### src/include/rename_defines.svh
`ifndef RENAME_DEFINES_SVH
`define RENAME_DEFINES_SVH

// rob slots, slot 0 is never allocated
`define ROB_SIZE 8

// rob tag width, tag 0 means the value sits in the register file
`define TAG_W 3

// data word width
`define DATA_W 64

// architectural register index width
`define REG_W 5

// reservation stations fed by dispatch
`define NUM_RS 4

`endif

### src/hw/renamePkg.sv
`default_nettype none

`include "rename_defines.svh"

package renamePkg;

  typedef enum logic [1:0] {
    CMD_ALU,
    CMD_LOAD,
    CMD_STORE,
    CMD_BRANCH
  } cmdType_e;

  // also the reservation station index
  typedef enum logic [1:0] {
    FU_ALU,
    FU_MUL,
    FU_MEM,
    FU_BRANCH
  } fuSel_e;

  typedef struct packed {
    logic [`REG_W-1:0]  rd;
    logic [`REG_W-1:0]  rn;
    logic [`REG_W-1:0]  rm;
    logic [8:0]         dAddr9;
    logic [11:0]        imm12;
    logic [`DATA_W-1:0] pc;
    cmdType_e           cmd;
    fuSel_e             fu;
    logic               reg2Loc;
    logic               regWrite;
    logic               aluSrc;
    logic               dOrImm;
    logic               memWrite;
    logic               memToReg;
    logic               leftShift;
    logic               saveCond;
  } instr_t;

  typedef struct packed {
    logic     memWrite;
    logic     memToReg;
    logic     regWrite;
    logic     leftShift;
    logic     saveCond;
    cmdType_e cmd;
  } rsCmd_t;

  typedef struct packed {
    logic [`TAG_W-1:0]  destTag;
    logic [`TAG_W-1:0]  tag1;
    logic [`DATA_W-1:0] val1;
    logic [`TAG_W-1:0]  tag2;
    logic [`DATA_W-1:0] val2;
    rsCmd_t             ctrl;
  } dispatch_t;

  typedef struct packed {
    logic               valid;
    logic [`TAG_W-1:0]  tag;
    logic [`DATA_W-1:0] value;
  } cdb_t;

  typedef struct packed {
    logic               valid;
    logic               regWrite;
    logic [`REG_W-1:0]  rd;
    logic [`TAG_W-1:0]  tag;
    logic [`DATA_W-1:0] value;
  } commit_t;

endpackage

`default_nettype wire

### src/hw/mapTable.sv
`default_nettype none

`include "rename_defines.svh"

module mapTable import renamePkg::*; (
  input  logic              clk_i,
  input  logic              rstN_i,
  input  logic [`REG_W-1:0] rdAddr1_i,
  input  logic [`REG_W-1:0] rdAddr2_i,
  output logic [`TAG_W-1:0] rdTag1_o,
  output logic [`TAG_W-1:0] rdTag2_o,
  input  logic              renameEn_i,
  input  logic [`REG_W-1:0] renameReg_i,
  input  logic [`TAG_W-1:0] renameTag_i,
  input  commit_t           commit_i
);

  localparam int NumRegs = 1 << `REG_W;

  // newest in-flight producer per register, 0 when none
  logic [`TAG_W-1:0] aliasTag [NumRegs];
  logic              clearHit;

  // only clear if nobody renamed the register after the retiring producer
  assign clearHit = commit_i.valid &&
                    (aliasTag[commit_i.rd] == commit_i.tag) &&
                    !(renameEn_i && (renameReg_i == commit_i.rd));

  always_ff @(posedge clk_i) begin
    if (!rstN_i) begin
      for (int i = 0; i < NumRegs; i++) begin
        aliasTag[i] <= '0;
      end
    end else begin
      if (clearHit) begin
        aliasTag[commit_i.rd] <= '0;
      end
      if (renameEn_i) begin
        aliasTag[renameReg_i] <= renameTag_i;
      end
    end
  end

  assign rdTag1_o = aliasTag[rdAddr1_i];
  assign rdTag2_o = aliasTag[rdAddr2_i];

endmodule

`default_nettype wire

### config.mk
export PLATFORM = sky130hd
export DESIGN_NAME = mapTable
export DESIGN_NICKNAME = d
export VERILOG_FILES = /design/src/hw/renamePkg.sv /design/src/hw/mapTable.sv
export VERILOG_INCLUDE_DIRS = /design/src /design/src/include
export SDC_FILE = /design/constraint.sdc
export NUM_CORES = 1
export LEC_CHECK = 0
export BUFFER_PORTS_ARGS = -buffer_cell sky130_fd_sc_hd__clkbuf_2
export CORE_MARGIN = 1
export CORE_UTILIZATION = 45
export DETAILED_ROUTE_END_ITERATION = 8
export PLACE_DENSITY = 0.65
export SETUP_SLACK_MARGIN = 0.1
export SLEW_MARGIN = 20
export SYNTH_ARGS = -nofsm -noshare
export SYNTH_HDL_FRONTEND = slang
export SYNTH_SLANG_ARGS = --single-unit
### constraint.sdc
create_clock -name clk_i -period 4.1 [get_ports clk_i]
set_clock_uncertainty 0.2 [all_clocks]
set_input_delay 0.615 -clock clk_i [delete_from_list [all_inputs] [get_ports clk_i]]
set_output_delay 0.615 -clock clk_i [all_outputs]
set_load 0.005 [all_outputs]
### Yosys cells after proc, flatten, opt, wreduce, memory -nomap -nowiden

Memories as Yosys holds them, arrays and structs flattened.
Index checks and enable logic that the tools add are counted.

* bits in writable memories: 96
* flip-flop bits (word level): 0
* output and inout port bits: 6
* input port bits: 95
* word-level logic and storage cells: 22
* memories kept: 1

* equal/unequal tests: 2
* reduce and logical (&&, ||, !) cells: 6
* muxes and demuxes: 13

Memories
* aliasTag: words 32, width 3, rd ports 3, clocked after Yosys merged registers in 0, write ports 32, line mapTable.sv:21 `` logic [`TAG_W-1:0] aliasTag [NumRegs]; ``

Operators with widths (count)
* 2-to-1 mux 5 bit: 2
* 2-to-1 mux 1 bit: 9
* 2-to-1 mux 3 bit: 2
* OR reduction 3 bit: 2
* equality test 5 bit: 1
* equality test 3 bit: 1
* logical AND 1 bit: 3
* logical NOT 1 bit: 1

### Depth between registers and ports, before layout

* depth after elaboration: 9
* mapped depth: 10
* gate-level depth less buffers: 6

### Least setup slack after synthesis

No wires, ideal clock.

* kind: input port to output port
* from: input rdAddr1_i[0]
* to: output rdTag1_o[0]
* buffers on the path: 2
* required time: 3285 ps
* cell stages on the path: 5
* setup slack: 800 ps
* arrival time: 2485 ps
* cell sequence: clkbuf_1 > buf_2 > mux4_2 > mux4_2 > mux2_2

* longest elaborated chain between the ends: 1

RTL lines
* from (decl): line mapTable.sv:8 `` input logic [`REG_W-1:0] rdAddr1_i, ``
* memory (32 x 3 bit)
* to (decl): line mapTable.sv:10 `` output logic [`TAG_W-1:0] rdTag1_o, ``

No other way between the ends.

==> impl_metrics.env <==
export IMPL_ys_types=40
export IMPL_clock_sinks=96
export IMPL_track_usage=0.280
export IMPL_post_cts_buffers=0
export IMPL_num_rows=45
export IMPL_pre_cts_ws_ps=257
export IMPL_power_mw=2.61
export IMPL_clock_root_buffer="clkbuf_16"
export IMPL_clk_latency_ps=370
export IMPL_intPower_mw=1.88
export IMPL_yosysSeqAreaShare=0.403
export IMPL_p_sw_mw=0.728
export IMPL_drtIter0Drc=669
export IMPL_min_period_ps=3530
export IMPL_grt_antenna_before_repair=1
export IMPL_ioPinCount=101
export IMPL_largest_reg_flops=96
export IMPL_power_leakage_nw=2.60
export IMPL_cpLargestDelayFamily="simple AND/OR/NAND/NOR gates"
export IMPL_maxCapViolCount=0
export IMPL_max_freq_ghz=0.284
export IMPL_setup_tns_ps=0
export IMPL_viasPerCell=6.55
export IMPL_crit_slowest_cell="or4_4"
export IMPL_layout_nets=713
export IMPL_dp_cells=818
export IMPL_reg2reg_slack_ps=1000
export IMPL_finalInstanceArea_um2=7770
export IMPL_clock_path_buffers=2
export IMPL_final_antenna_net_count=0
export IMPL_layout_setup_ws_ps=574
export IMPL_startpoint_type="input port"
export IMPL_synth_flop_cell="edfxtp_1"
export IMPL_wl_um=21900
export IMPL_area_growth_pct=8.70
export IMPL_globalplace_congestion=0.969
export IMPL_synth_edf_count=96
export IMPL_cp_num_cells=8
export IMPL_htreeDepth=3
export IMPL_status="completed"
export IMPL_setup_viol=0
export IMPL_maxSlewViolCount=0
export IMPL_portBuffers=35
export IMPL_insertedDiodeCount=0
export IMPL_power_frac_seq=0.453
export IMPL_syn_avg_cell_area_um2=11.6
export IMPL_start_util=0.465
export IMPL_async_reset_ff_frac=0
export IMPL_wire_per_inst_um=26.2
export IMPL_synthesis_area_um2=7150
export IMPL_r2r_end="aliasTag[30][1]"
export IMPL_grt_max_degree=33
export IMPL_cp_data_required_time_ps=3940
export IMPL_place_hpwl_um=15400
export IMPL_ys_warnings_count=0
export IMPL_core_um2=15400
export IMPL_r2r_start="aliasTag[11][2]"
export IMPL_via_count=5466
export IMPL_die_y_um=128
export IMPL_crit_arrival_ps=3360
export IMPL_startpoint="commit_i[71]"
export IMPL_drcViolationCount=0
export IMPL_grt_pass1_wl_um=32400
export IMPL_hold_viol_final=0
export IMPL_crit_chain="clkbuf_2 -> buf_4 -> mux2i_1 -> o22ai_1 -> nor4_1 -> a21oi_1 -> or4_4 -> o211ai_1"
export IMPL_rsz0062_at_grt="false"
export IMPL_cts_resized=0
export IMPL_period_share=0.860
export IMPL_cts_tree="yes"
export IMPL_die_w_um=128
export IMPL_holdBufCountCts=0
export IMPL_worst_setup_path_endpoint="aliasTag[30][1]"
export IMPL_ir_drop_mv=0.236
export IMPL_worst_pin_slew_ps=808
export IMPL_syn_num_nets=712
export IMPL_drive_above_1_share=0.231
export IMPL_clkPwrFrac=0.355
export IMPL_dieArea_um2=16400
export IMPL_combPwrFrac=0.192
export IMPL_slew_headroom=0.462
export IMPL_reg2regPathDepth=6
export IMPL_largest_register="aliasTag"
export IMPL_grt_pass1_vias=5395
export IMPL_p_per_area_nw_per_um2=336
export IMPL_swShare=0.279
export IMPL_cp_end_kind="flip-flop"
export IMPL_finish_utilization=0.505
export IMPL_dr_pass1_iters=5
export IMPL_fin_hold_ws_ps=614
export IMPL_synth_seq_cells=96
export IMPL_worst_path_buf_inv=2
export IMPL_netlist_instances=617
export IMPL_top_regs="aliasTag x96"
export IMPL_path_class="input port to flip-flop"
export IMPL_cpPeakStageDelay_ps=800
export IMPL_placed_area_um2=7450
export IMPL_grt_ovfl_total=0
export IMPL_instances_no_fill=834
export IMPL_min_path_type="input port to flip-flop"
export IMPL_final_cell_mix="and2_1 (96), edfxtp_1 (96), mux4_2 (60)"
export IMPL_path_clk_slew_ps=70
export IMPL_worst_path_max_fanout=32
export IMPL_cts_buffers=9
[routing by layer]
metal	up-vias	part of all wire	global-route usage
met5	-	0.00059	0
met4	2	0.023	0.0941
met3	49	0.098	0.0739
met2	331	0.47	0.449
met1	2721	0.41	0.369
li1	2363	-	-
[layout make-up]
cell class / instances / area (µm²)
inverter: 4 / 15.0
sequential: 96 / 2880
multi-input combinational: 456 / 3940
fill: 1354 / 7600
clock buffer: 10 / 229
tap: 211 / 264
timing repair buffer: 51 / 345
clock inverter: 6 / 91.3
[worst register-to-register path, delay by kind of cell (launching register included)]
| kind | cells | cell delay, ps |
|---|---|---|
| AO/OA/AOI/OAI | 3 | 680 |
| flip-flops | 1 | 420 |
| multiplexers | 1 | 220 |
| AND/OR/NAND/NOR | 2 | 1260 |
[synth_stat cells (6+ instances only)]
| cell | instances | share of area |
|---|---|---|
| nor2_1 | 36 | 0.019 |
| o21ai_1 | 45 | 0.032 |
| nand3b_1 | 6 | 0.0063 |
| mux2i_1 | 48 | 0.067 |
| nor3_1 | 32 | 0.022 |
| clkbuf_1 | 33 | 0.017 |
| and2_1 | 96 | 0.084 |
| nand2_1 | 7 | 0.0037 |
| o21ai_0 | 15 | 0.011 |
| mux4_2 | 60 | 0.19 |
| buf_6 | 8 | 0.013 |
| o22ai_1 | 21 | 0.018 |
| nor4_1 | 6 | 0.0053 |
| edfxtp_1 | 96 | 0.40 |
| buf_2 | 12 | 0.0084 |
| buf_1 | 6 | 0.0032 |
| nor2b_1 | 28 | 0.025 |
| mux2_2 | 6 | 0.0095 |
[power groups by stage]
| stage | Clock (mW) | Combinational, mW | Sequential [mW] |
|---|---|---|---|
| after global placement | 0 | 0.482 | 1.20 |
| after floorplan | 0 | 0.345 | 1.18 |
| after CTS | 0.926 | 0.492 | 1.18 |
| final | 0.927 | 0.503 | 1.18 |
| after detailed placement | 0 | 0.490 | 1.20 |
| after global routing | 0.964 | 0.523 | 1.19 |
[worst min-delay path by stage]
stage	startpoint	endpoint	slack, ps	cells past startpoint
2_1_floorplan	renameTag_i[2]	aliasTag[0][2]	610	1
3_3_place_gp	rstN_i	aliasTag[2][0]	950	2
3_5_place_dp	rstN_i	aliasTag[2][0]	970	2
4_1_cts	rstN_i	aliasTag[2][0]	590	2
5_1_grt	rstN_i	aliasTag[18][2]	630	2
6_report	rstN_i	aliasTag[2][2]	610	2
[kinds of logic after synthesis]
| family | count (synthesis) | share of synthesized area |
|---|---|---|
| AO/OA/AOI/OAI | 92 | 0.0732 |
| XOR/XNOR | 5 | 0.00613 |
| buffers and inverters | 65 | 0.0457 |
| flip-flops | 96 | 0.403 |
| multiplexers | 114 | 0.266 |
| AND/OR/NAND/NOR | 245 | 0.206 |
Power figures use the tool's default switching activity.
