### src/include/rename_defines.svh
`ifndef RENAME_DEFINES_SVH
`define RENAME_DEFINES_SVH

// rob slots, slot 0 is never allocated
`define ROB_SIZE 8

// rob tag width, tag 0 means the value sits in the register file
`define TAG_W 3

// data word width
`define DATA_W 64

// architectural register index width
`define REG_W 5

// reservation stations fed by dispatch
`define NUM_RS 4

`endif

### src/hw/renamePkg.sv
`default_nettype none

`include "rename_defines.svh"

package renamePkg;

  typedef enum logic [1:0] {
    CMD_ALU,
    CMD_LOAD,
    CMD_STORE,
    CMD_BRANCH
  } cmdType_e;

  // also the reservation station index
  typedef enum logic [1:0] {
    FU_ALU,
    FU_MUL,
    FU_MEM,
    FU_BRANCH
  } fuSel_e;

  typedef struct packed {
    logic [`REG_W-1:0]  rd;
    logic [`REG_W-1:0]  rn;
    logic [`REG_W-1:0]  rm;
    logic [8:0]         dAddr9;
    logic [11:0]        imm12;
    logic [`DATA_W-1:0] pc;
    cmdType_e           cmd;
    fuSel_e             fu;
    logic               reg2Loc;
    logic               regWrite;
    logic               aluSrc;
    logic               dOrImm;
    logic               memWrite;
    logic               memToReg;
    logic               leftShift;
    logic               saveCond;
  } instr_t;

  typedef struct packed {
    logic     memWrite;
    logic     memToReg;
    logic     regWrite;
    logic     leftShift;
    logic     saveCond;
    cmdType_e cmd;
  } rsCmd_t;

  typedef struct packed {
    logic [`TAG_W-1:0]  destTag;
    logic [`TAG_W-1:0]  tag1;
    logic [`DATA_W-1:0] val1;
    logic [`TAG_W-1:0]  tag2;
    logic [`DATA_W-1:0] val2;
    rsCmd_t             ctrl;
  } dispatch_t;

  typedef struct packed {
    logic               valid;
    logic [`TAG_W-1:0]  tag;
    logic [`DATA_W-1:0] value;
  } cdb_t;

  typedef struct packed {
    logic               valid;
    logic               regWrite;
    logic [`REG_W-1:0]  rd;
    logic [`TAG_W-1:0]  tag;
    logic [`DATA_W-1:0] value;
  } commit_t;

endpackage

`default_nettype wire

### src/hw/reorderBuffer.sv
`default_nettype none

`include "rename_defines.svh"

module reorderBuffer import renamePkg::*; (
  input  logic               clk_i,
  input  logic               rstN_i,
  input  logic               allocEn_i,
  input  logic [`REG_W-1:0]  allocRd_i,
  input  logic               allocRegWrite_i,
  input  cmdType_e           allocCmd_i,
  output logic [`TAG_W-1:0]  tailTag_o,
  output logic               full_o,
  input  cdb_t               cdb_i,
  input  logic [`TAG_W-1:0]  rdTag1_i,
  input  logic [`TAG_W-1:0]  rdTag2_i,
  output logic               rdReady1_o,
  output logic               rdReady2_o,
  output logic [`DATA_W-1:0] rdVal1_o,
  output logic [`DATA_W-1:0] rdVal2_o,
  output commit_t            commit_o
);

  localparam logic [`TAG_W-1:0] FirstTag = `TAG_W'(1);
  localparam logic [`TAG_W-1:0] LastTag  = `TAG_W'(`ROB_SIZE - 1);

  // per-slot control state
  logic               entValid [`ROB_SIZE];
  logic               entReady [`ROB_SIZE];
  // per-slot payload
  logic [`REG_W-1:0]  entRd [`ROB_SIZE];
  logic               entRegWrite [`ROB_SIZE];
  cmdType_e           entCmd [`ROB_SIZE];
  logic [`DATA_W-1:0] entValue [`ROB_SIZE];

  logic [`TAG_W-1:0] headTag;
  logic [`TAG_W-1:0] tailTag;
  logic [`TAG_W-1:0] count;
  logic              retire;

  // slot 0 is skipped when wrapping
  function automatic logic [`TAG_W-1:0] nextTag(input logic [`TAG_W-1:0] tag);
    return (tag == LastTag) ? FirstTag : tag + `TAG_W'(1);
  endfunction

  assign retire = entValid[headTag] && entReady[headTag];
  assign full_o = (count == LastTag);
  assign tailTag_o = tailTag;

  always_ff @(posedge clk_i) begin
    if (!rstN_i) begin
      for (int i = 0; i < `ROB_SIZE; i++) begin
        entValid[i] <= 1'b0;
        entReady[i] <= 1'b0;
      end
      headTag <= FirstTag;
      tailTag <= FirstTag;
      count   <= '0;
    end else begin
      if (cdb_i.valid && entValid[cdb_i.tag]) begin
        entReady[cdb_i.tag] <= 1'b1;
      end
      if (retire) begin
        entValid[headTag] <= 1'b0;
        headTag           <= nextTag(headTag);
      end
      if (allocEn_i) begin
        entValid[tailTag] <= 1'b1;
        entReady[tailTag] <= 1'b0;
        tailTag           <= nextTag(tailTag);
      end
      count <= count + `TAG_W'(allocEn_i) - `TAG_W'(retire);
    end
  end

  always_ff @(posedge clk_i) begin
    if (cdb_i.valid) begin
      entValue[cdb_i.tag] <= cdb_i.value;
    end
    if (allocEn_i) begin
      entRd[tailTag]       <= allocRd_i;
      entRegWrite[tailTag] <= allocRegWrite_i;
      entCmd[tailTag]      <= allocCmd_i;
    end
  end

  // operand lookups, tag 0 is never valid so it reads as not ready
  assign rdReady1_o = entValid[rdTag1_i] && entReady[rdTag1_i];
  assign rdReady2_o = entValid[rdTag2_i] && entReady[rdTag2_i];
  assign rdVal1_o   = entValue[rdTag1_i];
  assign rdVal2_o   = entValue[rdTag2_i];

  // stores carry no register result
  assign commit_o.valid    = retire;
  assign commit_o.regWrite = entRegWrite[headTag] && (entCmd[headTag] != CMD_STORE);
  assign commit_o.rd       = entRd[headTag];
  assign commit_o.tag      = headTag;
  assign commit_o.value    = entValue[headTag];

endmodule

`default_nettype wire

### config.mk
export PLATFORM = sky130hd
export DESIGN_NAME = reorderBuffer
export DESIGN_NICKNAME = d
export VERILOG_FILES = /design/src/hw/renamePkg.sv /design/src/hw/reorderBuffer.sv
export VERILOG_INCLUDE_DIRS = /design/src /design/src/include
export SDC_FILE = /design/constraint.sdc
export NUM_CORES = 1
export LEC_CHECK = 0
export BUFFER_PORTS_ARGS = -buffer_cell sky130_fd_sc_hd__buf_2
export CAP_MARGIN = 20
export CORE_MARGIN = 5
export CORE_UTILIZATION = 65
export CTS_CLUSTER_DIAMETER = 30
export DETAILED_ROUTE_END_ITERATION = 8
export PLACE_DENSITY_LB_ADDON = 0.1
export SYNTH_ARGS = -nofsm -noshare
export SYNTH_HDL_FRONTEND = slang
export SYNTH_SLANG_ARGS = --single-unit
### constraint.sdc
create_clock -name clk_i -period 11.2 [get_ports clk_i]
set_input_delay 0.56 -clock clk_i [delete_from_list [all_inputs] [get_ports clk_i]]
set_output_delay 0.56 -clock clk_i [all_outputs]
set_load 0.1 [all_outputs]
---- After elaboration in Yosys (flattened, before gate mapping) ----
Memories as Yosys holds them, arrays and structs flattened. A register that Yosys moved wholly into a read port is not among the register bits.
Index checks and enable logic that the tools add are counted.
word-level totals
  input port bits ......................... 85
  memory bits (writable) .................. 592
  logic and storage cells ................. 65
  flip-flop bits (word level) ............. 9
  memories ................................ 6
cells by class
  add/subtract/negate cells ............... 4
  reduce and logical (&&, ||, !) cells .... 9
  equal/unequal tests ..................... 4
  mux-type cells .......................... 39
memories
  memory       words  bits a word  rd ports  clocked after Yosys merged registers in  wr ports  line                 source
  entValue     8      64           3         1                                        1         reorderBuffer.sv:34  logic [`DATA_W-1:0] entValue [`ROB_SIZE];
  entRd        8      5            1         1                                        1         reorderBuffer.sv:31  logic [`REG_W-1:0] entRd [`ROB_SIZE];
  entCmd       8      2            1         1                                        1         reorderBuffer.sv:33  cmdType_e entCmd [`ROB_SIZE];
  entReady     8      1            3         1                                        8         reorderBuffer.sv:29  logic entReady [`ROB_SIZE];
  entRegWrite  8      1            1         1                                        1         reorderBuffer.sv:32  logic entRegWrite [`ROB_SIZE];
  entValid     8      1            4         1                                        8         reorderBuffer.sv:28  logic entValid [`ROB_SIZE];
operator list
  cell                                          number
  two-way mux 3 bit                             18
  two-way mux 1 bit                             21
  equality test 3 bit, second input constant    3
  adder 3 x 1 -> 3 bit, second input constant   2
  logical AND 1 bit                             5
  OR reduction 1 bit                            4
  adder 3 x 1 -> 3 bit                          1
  subtractor 3 x 1 -> 3 bit                     1
  inequality test 2 bit, second input constant  1

---- Logic depth before layout (Yosys ltp) ----
An unclocked memory read counts as a cell.
  word-level depth ........................ 7
  depth in mapped cells ................... 12
  mapped depth without buffers ............ 11

---- Worst setup path after synthesis ----
No wires, ideal clock.
  path kind ............................... input-to-reg
  start ................................... input port cdb_i[66] in the netlist's numbering
  end ..................................... memory entValue[0][0] in the netlist's numbering, enable pin
  cell stages on the path ................. 2
  arrival time ............................ 5.173 ns
  buffers on the path ..................... 1
  setup slack ............................. 5.462 ns
  path through ............................ clkbuf_1 > nor3_1
RTL lines
  what                line                 source
  start: declaration  reorderBuffer.sv:14  input cdb_t cdb_i,
  end: declaration    reorderBuffer.sv:34
No word-level cell before the write port.

==> results_dict.tcl <==
set metrics [dict create \
    synthArstFlopShare_pct 0 \
    path_cells "buf_4 -> buf_4 -> mux4_2 -> mux2_2 -> buf_2" \
    clkSinkCount 604 \
    syn_nets 1578 \
    power.density_nw_per_um2 187 \
    start_util_pct 65.9 \
    multi_input_area_um2 12200 \
    cts_root_buf "clkbuf_16" \
    drive_gt1_share_pct 58.4 \
    cts_buffers 110 \
    ctsLongestPathBuffers 3 \
    leakagePower_nw 12.3 \
    drv_slew 0 \
    relSlewSlack_pct 27.5 \
    synth.area.top_cells "edfxtp_1, mux4_2, mux2_2, dfxtp_1, buf_6" \
    htreeDepth 3 \
    grt_pass1_wl_um 118000 \
    syn-cell-area_um2 30800 \
    postCtsSetupBuffers 0 \
    skew_ns 0.0129 \
    grt_use_total_pct 30.2 \
    grt_busiest_layer "met2" \
    end_kind "output port" \
    core_um2 46800 \
    num_vias 17679 \
    startpoint_type "flop" \
    antenna_found_initial 9 \
    ys_ff_latch 604 \
    areaGrowthSynthToFinish_pct 18.0 \
    yosys_warnings 0 \
    ant_nets 0 \
    synth-seq-area-share_pct 57.9 \
    place_hpwl_um 44000 \
    synth_cell_types 40 \
    fin_tns_setup_ns 0 \
    die_w_um 228 \
    routed_wirelength_um 78500 \
    grt_pass1_vias 18752 \
    wl_per_cell_um 31.4 \
    drt_iter0_markers 1813 \
    min_period_over_period_pct 42.7 \
    hold_viol_final 0 \
    cp_slowest_cell "buf_4" \
    max_cap_violations 0 \
    grt_max_degree 93 \
    tightestPinTransition_ns 1.09 \
    clock_latency_ns 0.66 \
    ys.flop_type "edfxtp_1" \
    ir_drop_mv 0.166 \
    layout.nets 1888 \
    arrival_ns 4.22 \
    syn_inst 1486 \
    register_area_um2 17900 \
    fill_cells 2412 \
    clk_pin_slew_ns 0.05 \
    drtPass1Iterations 7 \
    max_freq_ghz 0.209 \
    cts_resized 0 \
    slowest_delay_ns 0.81 \
    met1_usage_pct 40.0 \
    fin_util_pct 77.8 \
    worst_ep_required_time_ns 10.64 \
    crit_buf_inv 3 \
    outcome "finished, final reports clean" \
    boundaryPins 293 \
    numPortBuffers 292 \
    die_h_um 228 \
    cpMostUsedCell "buf_4" \
    ctsHoldBuffers 0 \
    path_delay_family "buffers and inverters" \
    netlist.area_leader.share_pct 56.1 \
    synth_edf_count 576 \
    min_period_ns 4.78 \
    avgViaCountPerCell 7.06 \
    gr-usage-met2_pct 51.5 \
    gr-usage-met3_pct 6.60 \
    grt_remaining_overflow 0 \
    setup_violations 0 \
    critPathKind "flop to output port" \
    rsz0062_at_grt "no" \
    syn_avg_cell_area_um2 20.7 \
    place.gp.congestion 0.795 \
    synth_top_area_cell "edfxtp_1" \
    rows 79 \
    dieArea_um2 51900 \
    post-route-drc-count 0 \
    cts_tree "yes" \
    hp-class "primary input to flop" \
    worstPathMaxFanout 42 \
]
==> final timing paths <==
path / from / slack, ns / to / cells after the start
setup / recovery: flop / 6.42 / commit_o[63] / 5
hold / removal: cdb_i[15] / 0.17 / entValue[6][15]$_DFFE_PP_ / 1
setup reg to reg: flop / 7.35 / count[2]$_SDFF_PN0_ / 10
hold reg to reg: entReady[5]$_SDFF_PP0_ / 0.48 / entReady[5]$_SDFF_PP0_ / 2
==> layout make-up <==
class | count | share of cell area (%)
tap | 607 | 2.09
multi-input combinational | 743 | 33.5
sequential | 604 | 49.1
clock buffer | 125 | 7.72
antenna | 3 | 0.0206
clock inverter | 84 | 2.55
inverter | 14 | 0.144
timing repair buffer | 323 | 4.84
==> cell families (layout without fill, tap and decap cells) <==
logic type               Yosys count  in the layout  synth area share [%]
flip-flops                       604            604                  57.9
multiplexers                     603            603                  36.7
buffers and inverters            139            546                  2.68
AND/OR/NAND/NOR                   82             82                  1.38
AO/OA/AOI/OAI                     49             49                 0.922
adder cells (fa/ha/maj)            7              7                 0.309
XOR/XNOR                           2              2                0.0568
other                              0              3                     0
==> stage by stage <==
stage                     worst slack (ns)  hold WS (ns)  power [mW]  cell area (µm²)  cells
after floorplan                       5.46         0.437        3.40            30800   1486
after global placement                6.56         0.459        3.57            32600   2289
after detailed placement              6.50         0.461        3.58            32600   2290
after CTS                             6.28         0.140        6.84            36300   2499
after global routing                  6.07         0.161        7.01            36400   2501
final                                 6.42         0.169        6.82            36400   2503
==> cells in the mapped netlist, drive strengths merged (2+ instances only) <==
cell    instances
buf            76
edfxtp        576
nor2           21
clkbuf         49
nand2          17
nand3           5
inv            14
o21ai          15
o211ai          8
mux4          399
a21oi          21
and3            2
xnor2           2
mux2          197
and2            3
nor3b           7
nand2b          6
mux2i           7
nor3            9
dfxtp          28
nor2b           4
ha              6
nor4b           3
nand3b          2
==> sequential cells by signal, indices dropped and copies added, names as in the netlist, named ones only <==
name         flops
entValid         8
entValue       512
count            3
tailTag_o        3
entRegWrite      8
headTag          3
entReady         8
entRd           40
entCmd          16
==> power breakdown <==
part	switching [mW]	internal, mW
sequential	0.0474	2.56
clock	1.15	2.12
combinational	0.686	0.257
total	1.88	4.93
==> cells in the final DEF, fill, tap and decap left out, types with 17 or more instances in the layout <==
cell       count
edfxtp_1     576
mux4_2       392
buf_2        286
mux2_2       197
clkbuf_16    110
buf_4         31
dfxtp_1       25
a21oi_1       21
nand2_1       17
==> layer usage <==
layer  part of all wire, %  up-vias
li1                      -     7178
met1                    35     9357
met2                    52     1006
met3                   9.8      126
met4                   2.3       12
met5                 0.088        -
(Power assumes the default switching activity.)
