`src/include/rename_defines.svh`:
```
`ifndef RENAME_DEFINES_SVH
`define RENAME_DEFINES_SVH

// rob slots, slot 0 is never allocated
`define ROB_SIZE 8

// rob tag width, tag 0 means the value sits in the register file
`define TAG_W 3

// data word width
`define DATA_W 64

// architectural register index width
`define REG_W 5

// reservation stations fed by dispatch
`define NUM_RS 4

`endif

```
`src/hw/renamePkg.sv`:
```
`default_nettype none

`include "rename_defines.svh"

package renamePkg;

  typedef enum logic [1:0] {
    CMD_ALU,
    CMD_LOAD,
    CMD_STORE,
    CMD_BRANCH
  } cmdType_e;

  // also the reservation station index
  typedef enum logic [1:0] {
    FU_ALU,
    FU_MUL,
    FU_MEM,
    FU_BRANCH
  } fuSel_e;

  typedef struct packed {
    logic [`REG_W-1:0]  rd;
    logic [`REG_W-1:0]  rn;
    logic [`REG_W-1:0]  rm;
    logic [8:0]         dAddr9;
    logic [11:0]        imm12;
    logic [`DATA_W-1:0] pc;
    cmdType_e           cmd;
    fuSel_e             fu;
    logic               reg2Loc;
    logic               regWrite;
    logic               aluSrc;
    logic               dOrImm;
    logic               memWrite;
    logic               memToReg;
    logic               leftShift;
    logic               saveCond;
  } instr_t;

  typedef struct packed {
    logic     memWrite;
    logic     memToReg;
    logic     regWrite;
    logic     leftShift;
    logic     saveCond;
    cmdType_e cmd;
  } rsCmd_t;

  typedef struct packed {
    logic [`TAG_W-1:0]  destTag;
    logic [`TAG_W-1:0]  tag1;
    logic [`DATA_W-1:0] val1;
    logic [`TAG_W-1:0]  tag2;
    logic [`DATA_W-1:0] val2;
    rsCmd_t             ctrl;
  } dispatch_t;

  typedef struct packed {
    logic               valid;
    logic [`TAG_W-1:0]  tag;
    logic [`DATA_W-1:0] value;
  } cdb_t;

  typedef struct packed {
    logic               valid;
    logic               regWrite;
    logic [`REG_W-1:0]  rd;
    logic [`TAG_W-1:0]  tag;
    logic [`DATA_W-1:0] value;
  } commit_t;

endpackage

`default_nettype wire

```
`src/hw/decodeStage.sv`:
```
`default_nettype none

`include "rename_defines.svh"

module decodeStage import renamePkg::*; (
  input  logic               instValid_i,
  input  instr_t             inst_i,
  input  logic [`NUM_RS-1:0] rsStall_i,
  output logic [`REG_W-1:0]  mapAddr1_o,
  output logic [`REG_W-1:0]  mapAddr2_o,
  output logic [`REG_W-1:0]  regAddr1_o,
  output logic [`REG_W-1:0]  regAddr2_o,
  input  logic [`TAG_W-1:0]  mapTag1_i,
  input  logic [`TAG_W-1:0]  mapTag2_i,
  input  logic [`DATA_W-1:0] regVal1_i,
  input  logic [`DATA_W-1:0] regVal2_i,
  output logic [`TAG_W-1:0]  robTag1_o,
  output logic [`TAG_W-1:0]  robTag2_o,
  input  logic               robReady1_i,
  input  logic               robReady2_i,
  input  logic [`DATA_W-1:0] robVal1_i,
  input  logic [`DATA_W-1:0] robVal2_i,
  input  logic [`TAG_W-1:0]  tailTag_i,
  input  logic               robFull_i,
  output logic               renameEn_o,
  output logic               allocEn_o,
  output dispatch_t          dispatch_o,
  output logic [`NUM_RS-1:0] rsWriteEn_o,
  output logic               decodeStall_o
);

  logic [`REG_W-1:0]  src2Reg;
  logic               accept;
  logic [`DATA_W-1:0] dAddrExt;
  logic [`DATA_W-1:0] immExt;

  // reg2Loc picks rd as the second source, as stores and cbz need
  assign src2Reg = inst_i.reg2Loc ? inst_i.rd : inst_i.rm;

  assign mapAddr1_o = inst_i.rn;
  assign mapAddr2_o = src2Reg;
  assign regAddr1_o = inst_i.rn;
  assign regAddr2_o = src2Reg;
  assign robTag1_o  = mapTag1_i;
  assign robTag2_o  = mapTag2_i;

  assign decodeStall_o = robFull_i | (|rsStall_i);
  assign accept        = instValid_i & ~decodeStall_o;
  assign allocEn_o     = accept;
  assign renameEn_o    = accept & inst_i.regWrite;

  // fu doubles as the station index
  assign rsWriteEn_o = accept ? (`NUM_RS'(1) << inst_i.fu) : '0;

  assign dAddrExt = {{(`DATA_W - 9){inst_i.dAddr9[8]}}, inst_i.dAddr9};
  assign immExt   = {{(`DATA_W - 12){inst_i.imm12[11]}}, inst_i.imm12};

  always_comb begin
    dispatch_o.destTag = tailTag_i;

    // source 1: register file, finished rob entry, or wait on the tag
    if (mapTag1_i == '0) begin
      dispatch_o.tag1 = '0;
      dispatch_o.val1 = regVal1_i;
    end else if (robReady1_i) begin
      dispatch_o.tag1 = '0;
      dispatch_o.val1 = robVal1_i;
    end else begin
      dispatch_o.tag1 = mapTag1_i;
      dispatch_o.val1 = '0;
    end

    // source 2 follows the same rule
    if (mapTag2_i == '0) begin
      dispatch_o.tag2 = '0;
      dispatch_o.val2 = regVal2_i;
    end else if (robReady2_i) begin
      dispatch_o.tag2 = '0;
      dispatch_o.val2 = robVal2_i;
    end else begin
      dispatch_o.tag2 = mapTag2_i;
      dispatch_o.val2 = '0;
    end

    // branches carry the pc, immediates replace the register operand
    if (inst_i.cmd == CMD_BRANCH) begin
      dispatch_o.tag2 = '0;
      dispatch_o.val2 = inst_i.pc;
    end else if (inst_i.aluSrc) begin
      dispatch_o.tag2 = '0;
      dispatch_o.val2 = inst_i.dOrImm ? immExt : dAddrExt;
    end

    dispatch_o.ctrl.memWrite  = inst_i.memWrite;
    dispatch_o.ctrl.memToReg  = inst_i.memToReg;
    dispatch_o.ctrl.regWrite  = inst_i.regWrite;
    dispatch_o.ctrl.leftShift = inst_i.leftShift;
    dispatch_o.ctrl.saveCond  = inst_i.saveCond;
    dispatch_o.ctrl.cmd       = inst_i.cmd;
  end

endmodule

`default_nettype wire

```
`config.mk`:
```
export PLATFORM = sky130hd
export DESIGN_NAME = decodeStage
export DESIGN_NICKNAME = d
export VERILOG_FILES = /design/src/hw/renamePkg.sv /design/src/hw/decodeStage.sv
export VERILOG_INCLUDE_DIRS = /design/src /design/src/include
export SDC_FILE = /design/constraint.sdc
export NUM_CORES = 1
export LEC_CHECK = 0
export BUFFER_PORTS_ARGS = -buffer_cell sky130_fd_sc_hd__buf_2
export CELL_PAD_IN_SITES_DETAIL_PLACEMENT = 0
export CELL_PAD_IN_SITES_GLOBAL_PLACEMENT = 1
export CORE_AREA = 2 2 220 222
export DETAILED_ROUTE_END_ITERATION = 10
export DIE_AREA = 0 0 222 224
export GPL_TIMING_DRIVEN = 0
export PLACE_DENSITY_LB_ADDON = 0.1
export SETUP_SLACK_MARGIN = 0.15
export SYNTH_ARGS = -nofsm -noshare
export SYNTH_HDL_FRONTEND = slang
export SYNTH_SLANG_ARGS = --single-unit
```
`constraint.sdc`:
```
create_clock -name vclk -period 2.7
set_input_delay 0.405 -clock vclk [all_inputs]
set_output_delay 0.405 -clock vclk [all_outputs]
set_load 0.01 [all_outputs]
```
# After elaboration in Yosys (flattened, before gate mapping)
# Index checks and enable logic that the tools add are counted.
[word_totals] ff_bits=0 output_inout_bits=177 word_cells=18
[op_classes] eq_ne=1 shifts=1 n_mux=9 bitwise_logic=4 reduce_logical=3
[ops] operator="67-bit 2-to-1 mux" count=6
[ops] operator="64-bit 2-to-1 mux" count=1
[ops] operator="3-bit zero test" count=2
[ops] operator="5-bit 2-to-1 mux" count=1
[ops] operator="4-bit 2-to-1 mux" count=1
[ops] operator="4-bit OR reduction" count=1
[ops] operator="1-bit by 2-bit << shifter with 4-bit output (first input constant)" count=1
[ops] operator="1-bit AND" count=2
[ops] operator="2-bit == test (second input constant)" count=1
[ops] operator="1-bit inverter" count=1
[ops] operator="1-bit bitwise OR" count=1

# Depth between registers and ports, before layout
# Gate-level depths: netlist (run 1).
[logic_depth] depth_word=5 ltp_mapped=6

# Least setup slack after synthesis (run 1)
# Ideal clock, no wire load.
[synth_path] path_type="input to output" start="input mapTag2_i[1]" end="output dispatch_o[16] in the netlist's numbering" t_arrival_ns=1.410 path_slack_ns=0.885 cell_stages=4 path_buffers=1 path_cell_list="nor3_4 -> buf_2 -> a221oi_1 -> a311oi_1"
[synth_rtl] item="start: declaration" line_no="decodeStage.sv:14" text="input logic [`TAG_W-1:0] mapTag2_i,"
[synth_rtl] item="end: declaration" line_no="decodeStage.sv:27" text="output dispatch_t dispatch_o,"

==> results of run 1 <==
==> critical path: cells and delay by family <==
kind                   cells  cell delay [ns]
buffers and inverters      4             0.71
AO/OA/AOI/OAI              3             0.92
==> routing by layer <==
metal | wire [µm] | track usage (%) | part of all wire (%)
met4 | 96 | 0.305 | 0.33
met1 | 11200 | 12.1 | 38
met5 | 13 | 0 | 0.045
met2 | 16200 | 21.4 | 56
met3 | 1630 | 1.72 | 5.6
==> power by group <==
group | internal [µW] | switching [µW] | leakage, µW
logic | 552 | 577 | 0.00357
clock network | 0 | 0 | 0
registers | 0 | 0 | 0
total | 552 | 577 | 0.00357
==> layout by cell type (no fill, tap or decap), drive strengths merged <==
cell	netlist	routed
a211oi	8	8
a21boi	1	1
a21o	1	1
a221o	53	53
a221oi	11	11
a311oi	3	3
and2	1	1
and3	1	1
buf	54	605
clkbuf	31	30
inv	1	1
mux2	5	5
mux2i	8	8
nand2	134	134
nand2b	1	1
nand3	2	2
nor2	12	12
nor2b	3	3
nor3	4	4
nor3b	5	5
o211a	53	53
o21ai	64	64
o31a	1	1
==> repair_timing <==
| action | CTS | global route |
|---|---|---|
| resized for setup | 3 | 3 |
| endpoints found under the setup margin | 53 | 1 |
| pin swaps | 1 | 0 |
| setup buffers | 1 | 0 |
==> per-stage QoR <==
stage / instances / area (µm²) / hold WS [ns]
finish: 1622 / 6430 / 0.994
global route: 1622 / 6430 / 0.997
CTS: 1622 / 6430 / 0.994
detailed placement: 1621 / 6410 / 0.994
global placement: 1621 / 6410 / 0.996
floorplan: 457 / 2900 / 0.859
==> how the worst max path moves through the flow <==
stage | cells past startpoint | slack, ns | endpoint | startpoint
floorplan | 4 | 0.89 | dispatch_o[16] | mapTag2_i[1]
global placement | 6 | -0.12 | dispatch_o[21] | inst_i[10]
detailed placement | 6 | -0.07 | dispatch_o[21] | inst_i[10]
CTS | 7 | 0.17 | dispatch_o[14] | inst_i[10]
global route | 6 | 0.15 | dispatch_o[21] | inst_i[10]
finish | 7 | 0.26 | dispatch_o[7] | mapTag2_i[1]
==> layout make-up <==
class | instances | area (µm²)
Inverter | 1 | 3.75
Fill cell | 5682 | 40900
Timing Repair Buffer | 550 | 2760
Tap cell | 615 | 769
Multi-Input combinational cell | 371 | 2390
Buffer | 85 | 505
==> kinds of logic after synthesis <==
| group | after synthesis | synth area share (%) |
|---|---|---|
| AO/OA/AOI/OAI | 195 | 54.8 |
| multiplexers | 13 | 4.71 |
| AND/OR/NAND/NOR | 163 | 22.9 |
| buffers and inverters | 86 | 17.5 |
==> results.sh, run 1 <==
export IMPL_crit_path_top_delay_cell="a221oi_1"
export IMPL_p_leak_uw=0.00357
export IMPL_powerDensity_nw_per_um2=176
export IMPL_grt_first_pass_wirelength_um=39900
export IMPL_diodes=0
export IMPL_die_y_um=224
export IMPL_first_pass_iters=5
export IMPL_fp_row_count=80
export IMPL_drive_gt1_share_pct=60.8
export IMPL_fin_crit_sh_pct=90.3
export IMPL_hold_start="inst_i[103]"
export IMPL_synthTopCellsByArea="a221o_1 (18%), o211a_1 (18%), nand2_1 (17%), o21ai_0 (11%), buf_4 (8.3%)"
export IMPL_synth_most_common_cell="nand2_1"
export IMPL_syn_num_nets=842
export IMPL_whs_path_depth=2
export IMPL_core_region_area_um2=47300
export IMPL_synth_warnings=0
export IMPL_cap_violations=0
export IMPL_setup_viol=0
export IMPL_slew_violations=0
export IMPL_layout_nets=1394
export IMPL_design_seq_count=0
export IMPL_ys_seq_area_share_pct=0
export IMPL_layout_setup_ws_ns=0.262
export IMPL_post_route_util_pct=13.6
export IMPL_wirelength_um=29200
export IMPL_path_class="in2out"
export IMPL_worstMarginPinSlew_ns=0.615
export IMPL_place_ws_ns=-0.0680
export IMPL_status="complete, no violations"
export IMPL_drtIter0Drc=279
export IMPL_wl_per_cell_um=18.0
export IMPL_fin_crit_ns=2.44
export IMPL_critPathCaptureType="output pin"
export IMPL_tns_ns=0
export IMPL_relSlewSlack_pct=59.0
export IMPL_gp_congestion=0.732
export IMPL_yosysTopAreaCellShare_pct=18.3
export IMPL_grt_max_degree=11
export IMPL_antenna_found_initial=1
export IMPL_area_growth_pct=122
export IMPL_grt_use_total_pct=10.6
export IMPL_path_common_cell="buf_2"
export IMPL_syn_area_per_cell_um2=6.34
export IMPL_regArea_um2=0
export IMPL_hold_class="in2out"
export IMPL_die_w_um=222
export IMPL_cp_data_arrival_time_ns=2.03
export IMPL_grt_pass1_vias=5730
export IMPL_pin_count=562
export IMPL_max_vdd_ir_drop_uv=39.6
export IMPL_crit_path_max_incr_delay_ns=0.51
export IMPL_initial_core_util_pct=6.12
export IMPL_dieArea_um2=49700
export IMPL_dpl_hpwl_um=25400
export IMPL_synth_common_cells="nand2_1 (134), o21ai_0 (64), a221o_1 (53), o211a_1 (53), buf_4 (32)"
export IMPL_whs_endpoint="mapAddr1_o[1]"
export IMPL_path_cells="buf_2 -> o31a_1 -> buf_6 -> buf_2 -> a221oi_1 -> a211oi_1 -> buf_2"
export IMPL_synth_top_cell_by_area="a221o_1"
export IMPL_portBuffers=549
export IMPL_cp_required_ns=2.30
export IMPL_total_power_uw=1130
export IMPL_overflow=0
export IMPL_vias_per_cell=3.53
export IMPL_num_clock_buffers=0
export IMPL_drtAntennaViolNets=0
export IMPL_rsz0062_at_grt="false"
export IMPL_cts_hold_buffers_added=0
export IMPL_synth_cell_type_count=27
export IMPL_cp_max_fo=10
export IMPL_num_vias=5725
export IMPL_synth_cells=457
export IMPL_start_kind="input port"
export IMPL_hold_viol=0
export IMPL_netlist_area_um2=2900
export IMPL_drc=0
export IMPL_max_freq_mhz=410
Note: power is estimated with default switching activity, not from simulation.
==> run 2, diff against run 1 <==
- CORE_AREA: 2 2 220 222 -> 2 2 216 218
- DIE_AREA: 0 0 222 224 -> 0 0 218 220
- clock period: 2.7 -> 1.95 ns (I/O delays scaled with it)
==> results.sh, run 2 (synthesis gave the netlist of run 1 again) <==
export IMPL_rsz0062_at_grt="true"
export IMPL_die_y_um=220
export IMPL_p_switching_uw=861
export IMPL_critPathCaptureType="output pin"
export IMPL_cp_max_fo=10
export IMPL_pwr_share_seq_pct=0
export IMPL_num_clock_buffers=0
export IMPL_hold_class="in2out"
export IMPL_status="complete, no violations"
export IMPL_place_ws_ns=-0.539
export IMPL_num_vias=5904
export IMPL_layout_setup_ws_ns=0.0216
export IMPL_wl_per_cell_um=18.6
export IMPL_fin_crit_ns=1.93
export IMPL_overflow=0
export IMPL_dieArea_um2=48000
export IMPL_layout_nets=1411
export IMPL_slew_violations=0
export IMPL_hold_start="inst_i[106]"
export IMPL_cp_data_arrival_time_ns=1.64
export IMPL_p_leak_uw=0.00388
export IMPL_final_common_cell="buf_2"
export IMPL_cap_violations=0
export IMPL_tns_ns=0
export IMPL_grt_max_degree=11
export IMPL_hold_viol=0
export IMPL_fp_row_count=79
export IMPL_layout_common_cells="buf_2 (536), nand2_1 (124), a221o_1 (53), o211a_1 (53), o21ai_0 (49)"
export IMPL_die_w_um=218
export IMPL_max_freq_mhz=519
export IMPL_crit_path_top_delay_cell="a221o_1"
export IMPL_max_vdd_ir_drop_uv=78.5
export IMPL_path_class="in2out"
export IMPL_gp_congestion=0.755
export IMPL_setup_viol=0
export IMPL_grt_first_pass_wirelength_um=40900
export IMPL_core_region_area_um2=45900
export IMPL_vias_per_cell=3.60
export IMPL_intPower_uw=887
export IMPL_antenna_found_initial=11
export IMPL_grt_use_total_pct=11.3
export IMPL_regArea_um2=0
export IMPL_drtIter0Drc=200
export IMPL_whs_path_depth=2
export IMPL_powerDensity_nw_per_um2=248
export IMPL_dpl_hpwl_um=26400
export IMPL_cp_num_buf_inv=4
export IMPL_crit_path_max_incr_delay_ns=0.33
export IMPL_drc=0
export IMPL_pin_count=562
export IMPL_worstMarginPinSlew_ns=0.649
export IMPL_grt_pass1_vias=5955
export IMPL_first_pass_iters=4
export IMPL_initial_core_util_pct=6.31
export IMPL_post_route_util_pct=15.4
export IMPL_relSlewSlack_pct=56.7
export IMPL_cp_required_ns=1.66
export IMPL_critical_path_top_delay_family="compound AO/OA/AOI/OAI gates"
export IMPL_drtAntennaViolNets=0
export IMPL_p_clk_share_pct=0
export IMPL_path_common_cell="buf_6"
export IMPL_portBuffers=549
export IMPL_final_fill_count=5471
export IMPL_path_cells="buf_8 -> o31a_1 -> buf_6 -> buf_6 -> a221o_1 -> o211a_1 -> buf_2"
export IMPL_area_growth_pct=144
export IMPL_start_kind="input port"
export IMPL_drive_gt1_share_pct=66.3
export IMPL_fin_crit_sh_pct=98.9
export IMPL_design_seq_count=0
export IMPL_whs_endpoint="regAddr1_o[4]"
export IMPL_wirelength_um=30500
export IMPL_swShare_pct=49.2
export IMPL_p_comb_share_pct=100.0
run 2: area by class of cell:
class                      instances  area, µm²  share of cell area [%]
multi-input combinational        371       2520                    35.7
buffer                            84        648                    9.18
timing repair buffer             568       3100                    44.0
antenna                            8       20.0                   0.284
tap                              607        759                    10.8
inverter                           1       3.75                  0.0532
run 2: worst max-delay path by stage:
stage / from / slack, ns / cells after the start / to
after CTS: mapTag2_i[1] / 0.01 / 7 / dispatch_o[21]
after detailed placement: mapTag1_i[0] / -0.54 / 7 / dispatch_o[100]
final: mapTag2_i[1] / 0.02 / 7 / dispatch_o[58]
after floorplan: mapTag2_i[1] / 0.36 / 4 / dispatch_o[16]
after global placement: mapTag1_i[0] / -0.43 / 7 / dispatch_o[80]
after global routing: mapTag2_i[1] / -0.03 / 8 / dispatch_o[10]
run 2: what timing repair did:
action | in CTS | in global routing
endpoints found under the hold margin | 0 | 0
hold buffers | 0 | 0
pin swaps | 5 | 2
cloned | 3 | 4
endpoints found under the setup margin | 128 | 104
buffers inserted | 11 | 1
resized for setup | 81 | 68
run 2: power by group through the flow:
stage | Combinational [µW] | Sequential, µW | Clock, µW
6_report | 1750 | 0 | 0.000551
5_1_grt | 1910 | 0 | 0.000413
4_1_cts | 1720 | 0 | 0
3_5_place_dp | 1610 | 0 | 0
3_3_place_gp | 1640 | 0 | 0
2_1_floorplan | 706 | 0 | 0
run 2: metrics by stage:
step / total power (µW) / std cells / hold slack [ns] / area [µm²]
after detailed placement: 1610 / 1613 / 0.770 / 6400
after CTS: 1720 / 1627 / 0.770 / 6790
final: 1750 / 1639 / 0.769 / 7060
after global routing: 1910 / 1637 / 0.772 / 7050
after floorplan: 706 / 457 / 0.634 / 2900
after global placement: 1640 / 1613 / 0.771 / 6400
run 2: per-layer routing:
layer | wire length [µm] | part of all wire (%) | GRT usage (%) | vias up
li1 | - | - | - | 2852
met1 | 10700 | 35 | 11.5 | 2703
met2 | 16700 | 55 | 22.9 | 323
met3 | 2700 | 8.9 | 3.26 | 20
met4 | 367 | 1.2 | 1.88 | 6
met5 | 35 | 0.11 | 0 | -
==> run 3, diff against run 2 <==
- CORE_AREA: 2 2 216 218 -> 2 2 221 223
- DIE_AREA: 0 0 218 220 -> 0 0 223 225
- clock period: 1.95 -> 1.78 ns (I/O delays scaled with it)
==> results.sh, run 3 (synthesis gave the netlist of run 1 again) <==
export IMPL_hold_viol=0
export IMPL_whs_endpoint="dispatch_o[3]"
export IMPL_die_y_um=225
export IMPL_cp_required_ns=1.51
export IMPL_max_freq_mhz=527
export IMPL_p_switching_uw=935
export IMPL_worstMarginPinSlew_ns=0.528
export IMPL_drtIter0Drc=186
export IMPL_rsz0062_at_grt="true"
export IMPL_grt_use_total_pct=10.8
export IMPL_drtAntennaViolNets=0
export IMPL_cp_max_fo=10
export IMPL_core_region_area_um2=47500
export IMPL_powerDensity_nw_per_um2=269
export IMPL_cp_num_buf_inv=4
export IMPL_crit_path_top_delay_cell="o31a_1"
export IMPL_multi_input_area_um2=2580
export IMPL_met2_usage_pct=22.6
export IMPL_total_power_uw=1920
export IMPL_layout_common_cells="buf_2 (533), nand2_1 (123), a221o_1 (53), o211a_1 (53), o21ai_0 (48)"
export IMPL_vias_per_cell=3.54
export IMPL_use_met1_pct=10.9
export IMPL_pwr_share_seq_pct=0
export IMPL_die_w_um=223
export IMPL_intPower_uw=980
export IMPL_antenna_found_initial=6
export IMPL_stdcell_area_um2=7110
export IMPL_dpl_hpwl_um=26300
export IMPL_drc=0
export IMPL_num_vias=5794
export IMPL_grt_max_degree=11
export IMPL_area_growth_pct=146
export IMPL_grt_busiest_layer="met2"
export IMPL_path_class="in2out"
export IMPL_layout_setup_ws_ns=-0.117
export IMPL_start_kind="input port"
export IMPL_critPathCaptureType="output pin"
export IMPL_fin_crit_ns=1.90
export IMPL_status="finished with violations"
export IMPL_violations="setup timing"
export IMPL_setup_viol=63
export IMPL_grt_pass1_vias=5960
export IMPL_p_clk_share_pct=0
export IMPL_hold_class="in2out"
export IMPL_design_seq_count=0
export IMPL_wl_per_cell_um=18.7
export IMPL_p_comb_share_pct=100.0
export IMPL_post_route_util_pct=15.0
export IMPL_layout_nets=1404
export IMPL_swShare_pct=48.8
export IMPL_max_vdd_ir_drop_uv=87.5
export IMPL_fp_row_count=80
export IMPL_num_clock_buffers=0
export IMPL_gp_congestion=0.745
export IMPL_final_common_cell="buf_2"
export IMPL_final_fill_count=5637
export IMPL_cts_hold_buffers_added=0
export IMPL_grt_met3_usage_pct=2.91
export IMPL_pin_count=562
export IMPL_cap_violations=0
export IMPL_initial_core_util_pct=6.09
export IMPL_fin_crit_sh_pct=107
export IMPL_holdWs_ns=0.718
export IMPL_cp_data_arrival_time_ns=1.63
export IMPL_whs_path_depth=2
export IMPL_p_leak_uw=0.00387
export IMPL_drive_gt1_share_pct=66.9
export IMPL_regArea_um2=0
export IMPL_slew_violations=0
export IMPL_hold_start="inst_i[1]"
export IMPL_relSlewSlack_pct=64.8
export IMPL_place_area_um2=6410
export IMPL_first_pass_iters=5
export IMPL_portBuffers=549
export IMPL_critical_path_top_delay_family="compound AO/OA/AOI/OAI gates"
export IMPL_grt_first_pass_wirelength_um=40800
export IMPL_path_cells="buf_8 -> o31a_1 -> buf_6 -> buf_12 -> a221o_1 -> o211a_1 -> buf_2"
export IMPL_wirelength_um=30600
export IMPL_crit_path_max_incr_delay_ns=0.34
export IMPL_overflow=0
export IMPL_dieArea_um2=50200
[run 3: layout make-up]
| class | count | area share [%] |
|---|---|---|
| Antenna cell | 3 | 0.106 |
| Inverter | 1 | 0.0528 |
| Buffer | 85 | 9.93 |
| Timing Repair Buffer | 560 | 42.8 |
| Multi-Input combinational cell | 371 | 36.3 |
| Tap cell | 615 | 10.8 |
[run 3: layer usage]
metal,up-vias,part of all wire [%]
met5,-,0.13
met4,6,0.44
met3,10,7.9
met2,284,57
met1,2658,34
li1,2836,-
[run 3: timing repair]
action,CTS,global route
resized for setup,77,97
setup buffers,3,4
gates cloned,0,4
pin swaps,2,6
setup endpoints to repair,131,126
[run 3: worst max-delay path by stage]
stage	slack [ns]	startpoint	end	cells after the start
4_1_cts	-0.13	mapTag2_i[1]	dispatch_o[21]	7
2_1_floorplan	0.24	mapTag2_i[1]	dispatch_o[16]	4
3_5_place_dp	-0.70	inst_i[10]	dispatch_o[21]	6
6_report	-0.12	mapTag2_i[1]	dispatch_o[23]	7
5_1_grt	-0.16	mapTag2_i[1]	dispatch_o[11]	7
3_3_place_gp	-0.64	inst_i[10]	dispatch_o[21]	6
[run 3: power by group through the flow]
stage | Sequential [µW] | Combinational, µW | Clock, µW
floorplan | 0 | 773 | 0
global placement | 0 | 1780 | 0
detailed placement | 0 | 1740 | 0
CTS | 0 | 1820 | 0
global route | 0 | 2080 | 0.000151
finish | 0 | 1920 | 0.000226
[run 3: per-stage QoR]
stage / TNS (ns) / worst slack (ns) / cells
finish: -4.54 / -0.117 / 1635
global route: -7.26 / -0.160 / 1634
CTS: -4.40 / -0.128 / 1624
global placement: -50.44 / -0.644 / 1621
floorplan: 0 / 0.241 / 457
detailed placement: -51.14 / -0.697 / 1621
